**config.mk**
```make
export PLATFORM = sky130hd
export DESIGN_NAME = seed_eval_top
export DESIGN_NICKNAME = d
export VERILOG_FILES = /design/src/rtl/seed_params_pkg.sv /design/src/rtl/seed_types_pkg.sv /design/src/rtl/seed_pipe_if.sv /design/src/rtl/seed_eval_top.sv /design/src/rtl/pp_reduce.sv /design/src/rtl/operand_stage.sv /design/src/rtl/booth_recoder.sv /design/src/rtl/square_unit.sv /design/src/rtl/coeff_table.sv
export SDC_FILE = /design/constraint.sdc
export NUM_CORES = 1
export LEC_CHECK = 0
export BUFFER_PORTS_ARGS = -buffer_cell sky130_fd_sc_hd__buf_2
export CORE_UTILIZATION = 25
export DETAILED_ROUTE_END_ITERATION = 7
export PLACE_DENSITY = 0.38
export SYNTH_ARGS = -nofsm -noshare
export SYNTH_HDL_FRONTEND = slang
export SYNTH_SLANG_ARGS = --single-unit
```
**constraint.sdc**
```tcl
create_clock -name clk -period 4.67 [get_ports clk]
set_input_delay 0.7005 -clock clk [delete_from_list [all_inputs] [get_ports clk]]
set_output_delay 0.7005 -clock clk [all_outputs]
set_load 0.03 [all_outputs]
```
**src/rtl/coeff_rom.mem**
```
// One 64-bit word per line: exponent [63:62], c2 [61:50], c1 [49:30], c0 [29:0]
// Lines 0 to 15 are reciprocal by index, lines 16 to 31 square root by index
0A3F1C2B5E7D9104
4B2E0D9F3C6A8215
8C1D2E3F4A5B6C7D
C3E2D1F0A9B8C7D6
1F0E2D3C4B5A6978
5E4D3C2B1A098F7E
9D8C7B6A5F4E3D2C
D1C2B3A4958677E8
27A9B3C5D7E9F102
63B5C7D9E1F20314
A4C6E8F0123456AB
E5D7C9BA9C8E7F60
3A5C7E9B1D2F4061
7B6D5F4E3D2C1B0A
B2D4F6A8C0E1357A
F1E3D5C7B9A08264
0C9E8D7F6A5B4C3D
4D8F7E6A5C4B3A29
8E7D6C5B4A3F2E1D
CF6E5D4C3B2A1908
2A4B6C8DAEBFC0D1
6B5C4D3E2F1A0B9C
AC3D5E7F9011A2B3
ED2C4B6A8F9E0D1C
13579BDF02468ACE
579BDF13579BDF13
9ACE02468ACE0246
DB97531FECA86420
3C6F9A2D5E8B1047
7D0A3E6B9C2F5184
BE1F4A7D2C5B8E03
FA2B5C8D1E4F7096

```
**src/rtl/seed_params_pkg.sv**
```systemverilog
package seed_params_pkg;

    // Operand word layout
    localparam int OP_W     = 40;
    localparam int IDX_W    = 4;
    localparam int X_W      = 24;
    localparam int SQ_IN_W  = 16;
    localparam int X_REM_W  = OP_W - IDX_W - X_W;
    localparam int SQ_REM_W = OP_W - IDX_W - SQ_IN_W;

    // Coefficient word, from the top: exponent, c2, c1, c0
    localparam int C0_W         = 30;
    localparam int C1_W         = 20;
    localparam int C2_W         = 12;
    localparam int EXP_W        = 2;
    localparam int COEFF_WORD_W = 64;
    localparam int C1_LSB       = C0_W;
    localparam int C2_LSB       = C0_W + C1_W;
    localparam int EXP_LSB      = C0_W + C1_W + C2_W;
    localparam int ROM_DEPTH    = 2 ** (IDX_W + 1);

    // Datapath
    localparam int RESULT_W  = 48;
    localparam int X_DIGITS  = 12;
    localparam int SQ_DIGITS = 9;
    localparam int HEADROOM  = 3;

    // Right shift codes {s2, s1} by {is_sqrt, exponent}
    localparam logic [3:0] EXP_SHIFT_TABLE [8] = '{
        4'b0000, 4'b0100, 4'b0101, 4'b1001,
        4'b0101, 4'b1001, 4'b1101, 4'b1110
    };

    localparam string ROM_FILE = "/design/src/rtl/coeff_rom.mem";

endpackage
```
**src/rtl/seed_types_pkg.sv**
```systemverilog
package seed_types_pkg;

    import seed_params_pkg::*;

    // Index on top, then the signed linear slice
    typedef struct packed {
        logic [IDX_W-1:0]        index;
        logic signed [X_W-1:0]   x;
        logic [X_REM_W-1:0]      rest;
    } linear_view_t;

    // Index on top, then the unsigned square slice
    // The square slice is the upper part of the linear slice
    typedef struct packed {
        logic [IDX_W-1:0]    index;
        logic [SQ_IN_W-1:0]  sq;
        logic [SQ_REM_W-1:0] rest;
    } square_view_t;

    typedef union packed {
        linear_view_t linear_view;
        square_view_t square_view;
    } operand_u;

endpackage

```
**src/rtl/seed_pipe_if.sv**
```systemverilog
`timescale 1ns/10ps

interface seed_pipe_if
    import seed_params_pkg::*;
();
    logic [C0_W-1:0]      c0;
    logic [C1_W-1:0]      c1;
    logic [C2_W-1:0]      c2;
    logic                 zero_index;
    logic [1:0]           s1;
    logic [1:0]           s2;
    logic [X_DIGITS-1:0]  x_sign;
    logic [X_DIGITS-1:0]  x_two;
    logic [X_DIGITS-1:0]  x_zero;
    logic [SQ_DIGITS-1:0] sq_sign;
    logic [SQ_DIGITS-1:0] sq_two;
    logic [SQ_DIGITS-1:0] sq_zero;
    logic                 valid;

    modport producer (output c0, c1, c2, zero_index, s1, s2, x_sign, x_two, x_zero,
                      sq_sign, sq_two, sq_zero, valid);
    modport consumer (input c0, c1, c2, zero_index, s1, s2, x_sign, x_two, x_zero,
                      sq_sign, sq_two, sq_zero, valid);

endinterface

```
**src/rtl/seed_eval_top.sv**
```systemverilog
`timescale 1ns/10ps

module seed_eval_top
    import seed_params_pkg::*;
    import seed_types_pkg::*;
(
    input  logic                clk,
    input  logic                rst,
    input  logic                enable,
    input  logic                is_sqrt,
    input  logic [OP_W-1:0]     op,
    output logic                valid_out,
    output logic [RESULT_W-1:0] sum_out,
    output logic [RESULT_W-1:0] carry_out
);

    seed_pipe_if pipe_if ();

    // Table lookup, squaring and recoding
    operand_stage u_operand_stage (
        .clk     (clk),
        .rst     (rst),
        .enable  (enable),
        .is_sqrt (is_sqrt),
        .op      (operand_u'(op)),
        .pipe    (pipe_if.producer)
    );

    // Reduction to sum and carry words
    pp_reduce #(.RESULT_W(RESULT_W)) u_pp_reduce (
        .clk       (clk),
        .rst       (rst),
        .pipe      (pipe_if.consumer),
        .valid_out (valid_out),
        .sum_out   (sum_out),
        .carry_out (carry_out)
    );

endmodule

```
**src/rtl/pp_reduce.sv**
```systemverilog
`timescale 1ns/10ps

module pp_reduce
    import seed_params_pkg::*;
#(
    parameter int RESULT_W = seed_params_pkg::RESULT_W
)
(
    input  logic                clk,
    input  logic                rst,
    seed_pipe_if.consumer       pipe,
    output logic                valid_out,
    output logic [RESULT_W-1:0] sum_out,
    output logic [RESULT_W-1:0] carry_out
);

    localparam int N_ROWS   = X_DIGITS + SQ_DIGITS + 2;
    localparam int N_NODES  = 3 * N_ROWS - 4;
    localparam int C0_ROW   = X_DIGITS + SQ_DIGITS;
    localparam int CORR_ROW = C0_ROW + 1;

    logic [2:0]           x_align;
    logic [2:0]           sq_align;
    logic [X_DIGITS-1:0]  x_prev;
    logic [SQ_DIGITS-1:0] sq_prev;
    logic [RESULT_W-1:0]  node [N_NODES];

    // One Booth row, sign extended by inversion, placed at pos then aligned
    // The +1 of the digit below rides in the two free bits under pos
    function automatic logic [RESULT_W-1:0] booth_row(
        input logic [RESULT_W-1:0] coeff,
        input logic                sign,
        input logic                two,
        input logic                zero,
        input logic                prev_sign,
        input int                  pos,
        input logic [2:0]          align
    );
        logic [RESULT_W-1:0] mag;
        logic [RESULT_W-1:0] row;
        mag = zero ? '0 : (two ? (coeff << 1) : coeff);
        row = (sign ? ~mag : mag) << pos;
        if (pos >= 2)
            row = row | (RESULT_W'(prev_sign) << (pos - 2));
        return row << align;
    endfunction

    // Left alignment left over after the right shift code
    assign x_align  = 3'(HEADROOM) - {1'b0, pipe.s1};
    assign sq_align = 3'(HEADROOM) - {1'b0, pipe.s2};

    assign x_prev  = {pipe.x_sign[X_DIGITS-2:0], 1'b0};
    assign sq_prev = {pipe.sq_sign[SQ_DIGITS-2:0], 1'b0};

    ////////////////////////////////////////
    // Partial product rows
    ////////////////////////////////////////

    for (genvar i = 0; i < X_DIGITS; i++)
    begin : g_x_rows
        assign node[i] = booth_row(RESULT_W'(pipe.c1), pipe.x_sign[i], pipe.x_two[i],
                                   pipe.x_zero[i], x_prev[i], 2 * i, x_align);
    end

    for (genvar j = 0; j < SQ_DIGITS; j++)
    begin : g_sq_rows
        assign node[X_DIGITS+j] = booth_row(RESULT_W'(pipe.c2), pipe.sq_sign[j],
                                            pipe.sq_two[j], pipe.sq_zero[j], sq_prev[j],
                                            2 * j, sq_align);
    end

    // Constant term, doubled for a zero index
    assign node[C0_ROW] = (RESULT_W'(pipe.c0) << HEADROOM) << pipe.zero_index;

    // Negation carry of the top linear digit
    // The top square digit sees zero extension and is never negative
    assign node[CORR_ROW] =
        (RESULT_W'(pipe.x_sign[X_DIGITS-1]) << (2 * X_DIGITS - 2)) << x_align;

    ////////////////////////////////////////
    // Carry-save tree
    ////////////////////////////////////////

    // Each compressor takes the three oldest rows and appends two new ones
    // The last two nodes are the redundant result
    for (genvar m = 0; m < N_ROWS - 2; m++)
    begin : g_csa
        logic [RESULT_W-1:0] a;
        logic [RESULT_W-1:0] b;
        logic [RESULT_W-1:0] c;

        assign a = node[3*m];
        assign b = node[3*m+1];
        assign c = node[3*m+2];

        assign node[N_ROWS+2*m]   = a ^ b ^ c;
        assign node[N_ROWS+2*m+1] = ((a & b) | (a & c) | (b & c)) << 1;
    end

    always_ff @(posedge clk)
    begin
        sum_out   <= node[N_NODES-2];
        carry_out <= node[N_NODES-1];
    end

    always_ff @(posedge clk)
    begin
        if (rst)
            valid_out <= 1'b0;
        else
            valid_out <= pipe.valid;
    end

endmodule

```
**src/rtl/operand_stage.sv**
```systemverilog
`timescale 1ns/10ps

module operand_stage
    import seed_params_pkg::*;
    import seed_types_pkg::*;
(
    input  logic          clk,
    input  logic          rst,
    input  logic          enable,
    input  logic          is_sqrt,
    input  operand_u      op,
    seed_pipe_if.producer pipe
);

    logic [IDX_W-1:0]      index_d;
    logic signed [X_W-1:0] x_d;
    logic [SQ_IN_W-1:0]    sq_in;
    logic [SQ_IN_W-1:0]    sq_val;
    logic [C0_W-1:0]       c0_d;
    logic [C1_W-1:0]       c1_d;
    logic [C2_W-1:0]       c2_d;
    logic [1:0]            s1_d;
    logic [1:0]            s2_d;
    logic                  zero_index_d;
    logic [X_DIGITS-1:0]   x_sign_d;
    logic [X_DIGITS-1:0]   x_two_d;
    logic [X_DIGITS-1:0]   x_zero_d;
    logic [SQ_DIGITS-1:0]  sq_sign_d;
    logic [SQ_DIGITS-1:0]  sq_two_d;
    logic [SQ_DIGITS-1:0]  sq_zero_d;

    // Same word read as linear slice and as square slice
    assign index_d      = op.linear_view.index;
    assign x_d          = op.linear_view.x;
    assign sq_in        = op.square_view.sq;
    assign zero_index_d = (index_d == '0);

    coeff_table u_coeff_table (
        .is_sqrt (is_sqrt),
        .index   (index_d),
        .c0      (c0_d),
        .c1      (c1_d),
        .c2      (c2_d),
        .s1      (s1_d),
        .s2      (s2_d)
    );

    square_unit u_square_unit (
        .a  (sq_in),
        .sq (sq_val)
    );

    booth_recoder #(.DIGITS(X_DIGITS), .SIGNED_IN(1'b1)) u_x_recoder (
        .value (x_d),
        .sign  (x_sign_d),
        .two   (x_two_d),
        .zero  (x_zero_d)
    );

    booth_recoder #(.DIGITS(SQ_DIGITS), .SIGNED_IN(1'b0)) u_sq_recoder (
        .value ((2*SQ_DIGITS)'(sq_val)),
        .sign  (sq_sign_d),
        .two   (sq_two_d),
        .zero  (sq_zero_d)
    );

    ////////////////////////////////////////
    // Pipeline register
    ////////////////////////////////////////

    always_ff @(posedge clk)
    begin
        pipe.c0         <= c0_d;
        pipe.c1         <= c1_d;
        pipe.c2         <= c2_d;
        pipe.s1         <= s1_d;
        pipe.s2         <= s2_d;
        pipe.zero_index <= zero_index_d;
        pipe.x_sign     <= x_sign_d;
        pipe.x_two      <= x_two_d;
        pipe.x_zero     <= x_zero_d;
        pipe.sq_sign    <= sq_sign_d;
        pipe.sq_two     <= sq_two_d;
        pipe.sq_zero    <= sq_zero_d;
    end

    always_ff @(posedge clk)
    begin
        if (rst)
            pipe.valid <= 1'b0;
        else
            pipe.valid <= enable;
    end

endmodule

```
**src/rtl/booth_recoder.sv**
```systemverilog
`timescale 1ns/10ps

module booth_recoder
    import seed_params_pkg::*;
#(
    parameter int DIGITS    = X_DIGITS,
    parameter bit SIGNED_IN = 1'b1
)
(
    input  logic [2*DIGITS-1:0] value,
    output logic [DIGITS-1:0]   sign,
    output logic [DIGITS-1:0]   two,
    output logic [DIGITS-1:0]   zero
);

    // Scan vector with the implicit zero below bit 0
    logic [2*DIGITS:0] ext;

    // Unsigned values sit in the lower 2*DIGITS-2 bits
    // and the top digit sees zero extension
    assign ext = SIGNED_IN ? {value, 1'b0}
                           : {2'b00, value[2*DIGITS-3:0], 1'b0};

    for (genvar d = 0; d < DIGITS; d++)
    begin : g_digit
        logic [2:0] grp;

        assign grp = ext[2*d +: 3];

        // 111 is a zero digit and is kept positive
        assign sign[d] = grp[2] & ~(grp[1] & grp[0]);
        // 011 and 100
        assign two[d]  = (grp[2] ^ grp[1]) & ~(grp[1] ^ grp[0]);
        // 000 and 111
        assign zero[d] = ~(grp[2] ^ grp[1]) & ~(grp[1] ^ grp[0]);
    end

endmodule

```
**src/rtl/square_unit.sv**
```systemverilog
`timescale 1ns/10ps

module square_unit
    import seed_params_pkg::*;
(
    input  logic [SQ_IN_W-1:0] a,
    output logic [SQ_IN_W-1:0] sq
);

    localparam int FULL_W = 2 * SQ_IN_W;

    logic [FULL_W-1:0] rows [SQ_IN_W];
    logic [FULL_W-1:0] full;

    // Row i has a[i] on the diagonal at 2i
    // Cross terms a[i]&a[j] for j>i appear once, one place up, for the pair
    always_comb
    begin
        for (int i = 0; i < SQ_IN_W; i++)
        begin
            rows[i] = '0;
            rows[i][2*i] = a[i];
            for (int j = i + 1; j < SQ_IN_W; j++)
            begin
                rows[i][i+j+1] = a[i] & a[j];
            end
        end
    end

    always_comb
    begin
        full = '0;
        for (int i = 0; i < SQ_IN_W; i++)
        begin
            full = full + rows[i];
        end
    end

    // Floor of the square over 2^16
    assign sq = full[FULL_W-1 -: SQ_IN_W];

endmodule

```
**src/rtl/coeff_table.sv**
```systemverilog
`timescale 1ns/10ps

module coeff_table
    import seed_params_pkg::*;
(
    input  logic             is_sqrt,
    input  logic [IDX_W-1:0] index,
    output logic [C0_W-1:0]  c0,
    output logic [C1_W-1:0]  c1,
    output logic [C2_W-1:0]  c2,
    output logic [1:0]       s1,
    output logic [1:0]       s2
);

    logic [COEFF_WORD_W-1:0] rom [ROM_DEPTH];
    logic [COEFF_WORD_W-1:0] word;
    logic [EXP_W-1:0]        exponent;
    logic [3:0]              codes;

    initial
    begin
        $readmemh(ROM_FILE, rom);
    end

    // Lower half for reciprocal, upper half for square root
    assign word = rom[{is_sqrt, index}];

    assign c0       = word[C0_W-1:0];
    assign c1       = word[C1_LSB +: C1_W];
    assign c2       = word[C2_LSB +: C2_W];
    assign exponent = word[EXP_LSB +: EXP_W];

    // Exponent and mode pick the right shift of each product
    assign codes = EXP_SHIFT_TABLE[{is_sqrt, exponent}];
    assign s2    = codes[3:2];
    assign s1    = codes[1:0];

endmodule

```
==> results.md <==
- Vias in the first global route: 13500
- Post-DP Area: 21000 µm²
- Total clock sinks: 116
- Die ar.: 73600 µm²
- Critical Path Source Type: register
- Largest net degree at the start of global routing: 22
- Die Ht: 271 µm
- Max Cap Violations: 0
- Crit end category: register
- Hold Buf Count CTS: 0
- Max incr delay on CP: 0.59 ns
- Multiplexer share of the synthesized area: 0.00442
- Routed via count: 11500
- Status: finished clean
- Reg2Reg Depth: 13
- Maximum clock insertion buffer count: 2
- Slew Viols, Final: 0
- Post-Syn Instances: 1735
- FF-to-FF End: u_pp_reduce.sum_out[29]
- Number of remaining DRC errors: 0
- Clk slew on worst S/H paths: 0.07 ns
- IO Port Bufs: 119
- DRT iter0 DRCs: 332
- Cell Area, Synth: 18100 µm²
- Min cycle time layout: 4.64 ns
- Synth-to-Final Area Change: 22.6%
- HP Class: in2reg
- Filler cells: 7548
- Layout cells sized above 1: 0.219
- Synth Area in Adders: 0.616
- Final period util: 0.994
- H-tree lvl count: 4
- # IOs: 141
- Overflow after GRT: 0
- Routed Antenna Nets: 0
- Reg2reg start: u_operand_stage.pipe.x_sign[7]
- Clk Latency, worst-skew pair: 0.47 ns
- Gpl congestion: 0.811
- Critical path fanouts, max: 4
- WP buf/inv: 6
- Arrival time worst endpoint: 4.96 ns
- Fmax: 215 MHz
- Routed WL: 45700 µm
- Via density: 3.89
- Final #Nets: 2663
- Compound-Gate Fraction of Synth Area: 0.0369
- Xor-xnor portion of the synthesized cell area: 0.0174
- Yosys warnings: 0
- CTS root buf: clkbuf_16
- Sequential element share of the synthesized area: 0.128
- Initial core utilization: 0.253
- Drt wl/cell: 15.4 µm
- Hold EP: u_operand_stage.pipe.x_sign[0]
- Count of cell types in the netlist: 40
- Largest family of logic cells by synthesized area: adder cells
- N_diodes: 0
- First-pass GRT wire length: 75000 µm
- WHS Path Cells: 1
- Crit path cell chain: fa_2 > inv_2 > fa_2 > buf_12 > buf_4 > fa_1 > inv_2 > fa_2 > inv_1 > fa_1 > fa_1 > inv_1 > fa_1
- Core footprint: 71600 µm²
- Simple-Gate Fraction of Synth Area: 0.0695
- Kind of critical path: reg2reg
- Total Routing Usage GR: 0.135
- Crit path depth: 13
- DP Wirelength: 40700 µm
- CTS Buf Count: 17
- Final hold violations: 0
- Initial antenna violation count: 1
- CTS tree: built
- Post-layout instance area: 22200 µm²
- Final Non-Filler Cells: 2964
- DR pass1 iterations: 5
- CP required: 4.99 ns
- Hold Startpoint: op[13]
- Synth Register Bits: 116
- Syn Area/Cell: 10.4 µm²
- Die W: 271 µm
- # rows: 98
- Family with the most delay on the worst path: adder cells
- Worst reg2reg setup slack: 0.03 ns
- Placed Cells: 2915
- Slowest CP cell: fa_2
- Setup-failing EPs final: 0
- Worst Skew: 0.0258 ns
- RSZ-0062 raised after global routing: true
- Most common cell on crit path: fa_1
==> layout make-up <==
type / count / area (µm²) / area share
multi-input combinational: 1012 / 13700 / 0.619
sequential: 116 / 2360 / 0.106
timing repair buffer: 301 / 2140 / 0.0964
inverter: 555 / 2100 / 0.0944
tap: 950 / 1190 / 0.0535
clock buffer: 21 / 470 / 0.0212
clock inverter: 9 / 200 / 0.00902
==> state kept, by name, summed over array words and instances (netlist names) <==
name / count
u_pp_reduce.carry_out: 45
u_operand_stage.pipe.valid: 1
u_operand_stage.pipe.x_sign: 12
u_pp_reduce.valid_out: 1
u_operand_stage.pipe.sq_sign: 8
u_operand_stage.pipe.s1: 2
u_pp_reduce.sum_out: 47
==> synthesized netlist by cell type <==
master | instances | area, µm²
and2_1 | 78 | 488
o211ai_1 | 4 | 30.0
nand2b_1 | 6 | 37.5
a211o_1 | 2 | 17.5
and3_1 | 11 | 68.8
a21o_1 | 15 | 113
o41ai_2 | 1 | 16.3
a211oi_1 | 1 | 7.51
nor4_1 | 1 | 6.26
nor2_1 | 31 | 116
dfxtp_1 | 116 | 2320
o21ai_0 | 16 | 80.1
and4_1 | 1 | 8.76
a22oi_1 | 3 | 22.5
a21oi_1 | 29 | 145
buf_1 | 1 | 3.75
buf_4 | 4 | 30.0
clkbuf_1 | 53 | 199
xnor2_1 | 24 | 210
ha_1 | 157 | 1960
mux2i_1 | 8 | 80.1
nand2_1 | 66 | 248
conb_1 | 1 | 3.75
nand4_1 | 5 | 31.3
or2_2 | 2 | 12.5
fa_1 | 459 | 9190
o21a_1 | 5 | 37.5
a31oi_1 | 4 | 25.0
a21oi_2 | 1 | 8.76
inv_1 | 554 | 2080
o2111ai_1 | 1 | 8.76
a211oi_2 | 3 | 37.5
a21boi_0 | 14 | 105
clkinv_1 | 1 | 3.75
nor3_1 | 11 | 55.1
or3_1 | 1 | 6.26
xor2_1 | 12 | 105
nor2b_1 | 24 | 150
o21ai_1 | 3 | 15.0
nand3_1 | 6 | 30.0
==> layout by cell type, fill, tap and decap left out, types with 15 or more instances in the layout <==
master     synthesis  final
a21o_1            15     15
a21oi_1           29     27
and2_1            78     78
buf_2              0    114
buf_4              4    162
clkbuf_16          0     17
dfxtp_1          116    103
fa_1             459    426
fa_2               0     33
ha_1             157    151
inv_1            554    522
inv_2              0     29
nand2_1           66     63
nor2_1            31     26
nor2b_1           24     24
xnor2_1           24     23
==> how the worst max path moves through the flow <==
stage | startpoint | end | slack, ns
floorplan | op[22] | u_operand_stage.pipe.sq_sign[7] | 0.003
global placement | op[21] | u_operand_stage.pipe.sq_sign[6] | -0.38
detailed placement | op[22] | u_operand_stage.pipe.sq_sign[6] | -0.39
CTS | u_operand_stage.pipe.x_sign[6] | u_pp_reduce.sum_out[17] | -0.02
global route | u_operand_stage.pipe.x_sign[7] | u_pp_reduce.sum_out[47] | -0.10
finish | u_operand_stage.pipe.x_sign[7] | u_pp_reduce.sum_out[29] | 0.03
==> cell families after synthesis <==
kind of cell    count (synthesis)
flops                         116
mux                             8
xor+xnor                       36
buf+inv                       613
fa+ha+maj                     616
simple gates                  243
other cells                     1
compound gates                102
==> repair_timing <==
item                       CTS  global route
gates resized for setup     35            95
setup endpoints to repair   59            67
buffers inserted             5            14
pin swaps                   26           100
==> per-layer routing <==
metal	share of wire	GRT usage
met2	0.50	0.234
met4	0.017	0.0362
met5	0	0
met3	0.023	0.0189
met1	0.46	0.175
==> through the flow <==
step | setup WS (ns) | utilization | hold slack (ns) | TNS [ns]
2_1_floorplan | 0.00320 | - | 0.414 | 0
3_3_place_gp | -0.384 | 0.294 | 0.420 | -6.38
3_5_place_dp | -0.389 | 0.294 | 0.426 | -7.02
4_1_cts | -0.0198 | 0.305 | 0.317 | -0.0252
5_1_grt | -0.104 | 0.310 | 0.342 | -0.984
6_report | 0.0275 | 0.310 | 0.361 | 0
Power is not shown: default switching activity piles up to over one toggle a cycle in this logic, so the estimate is an artifact.
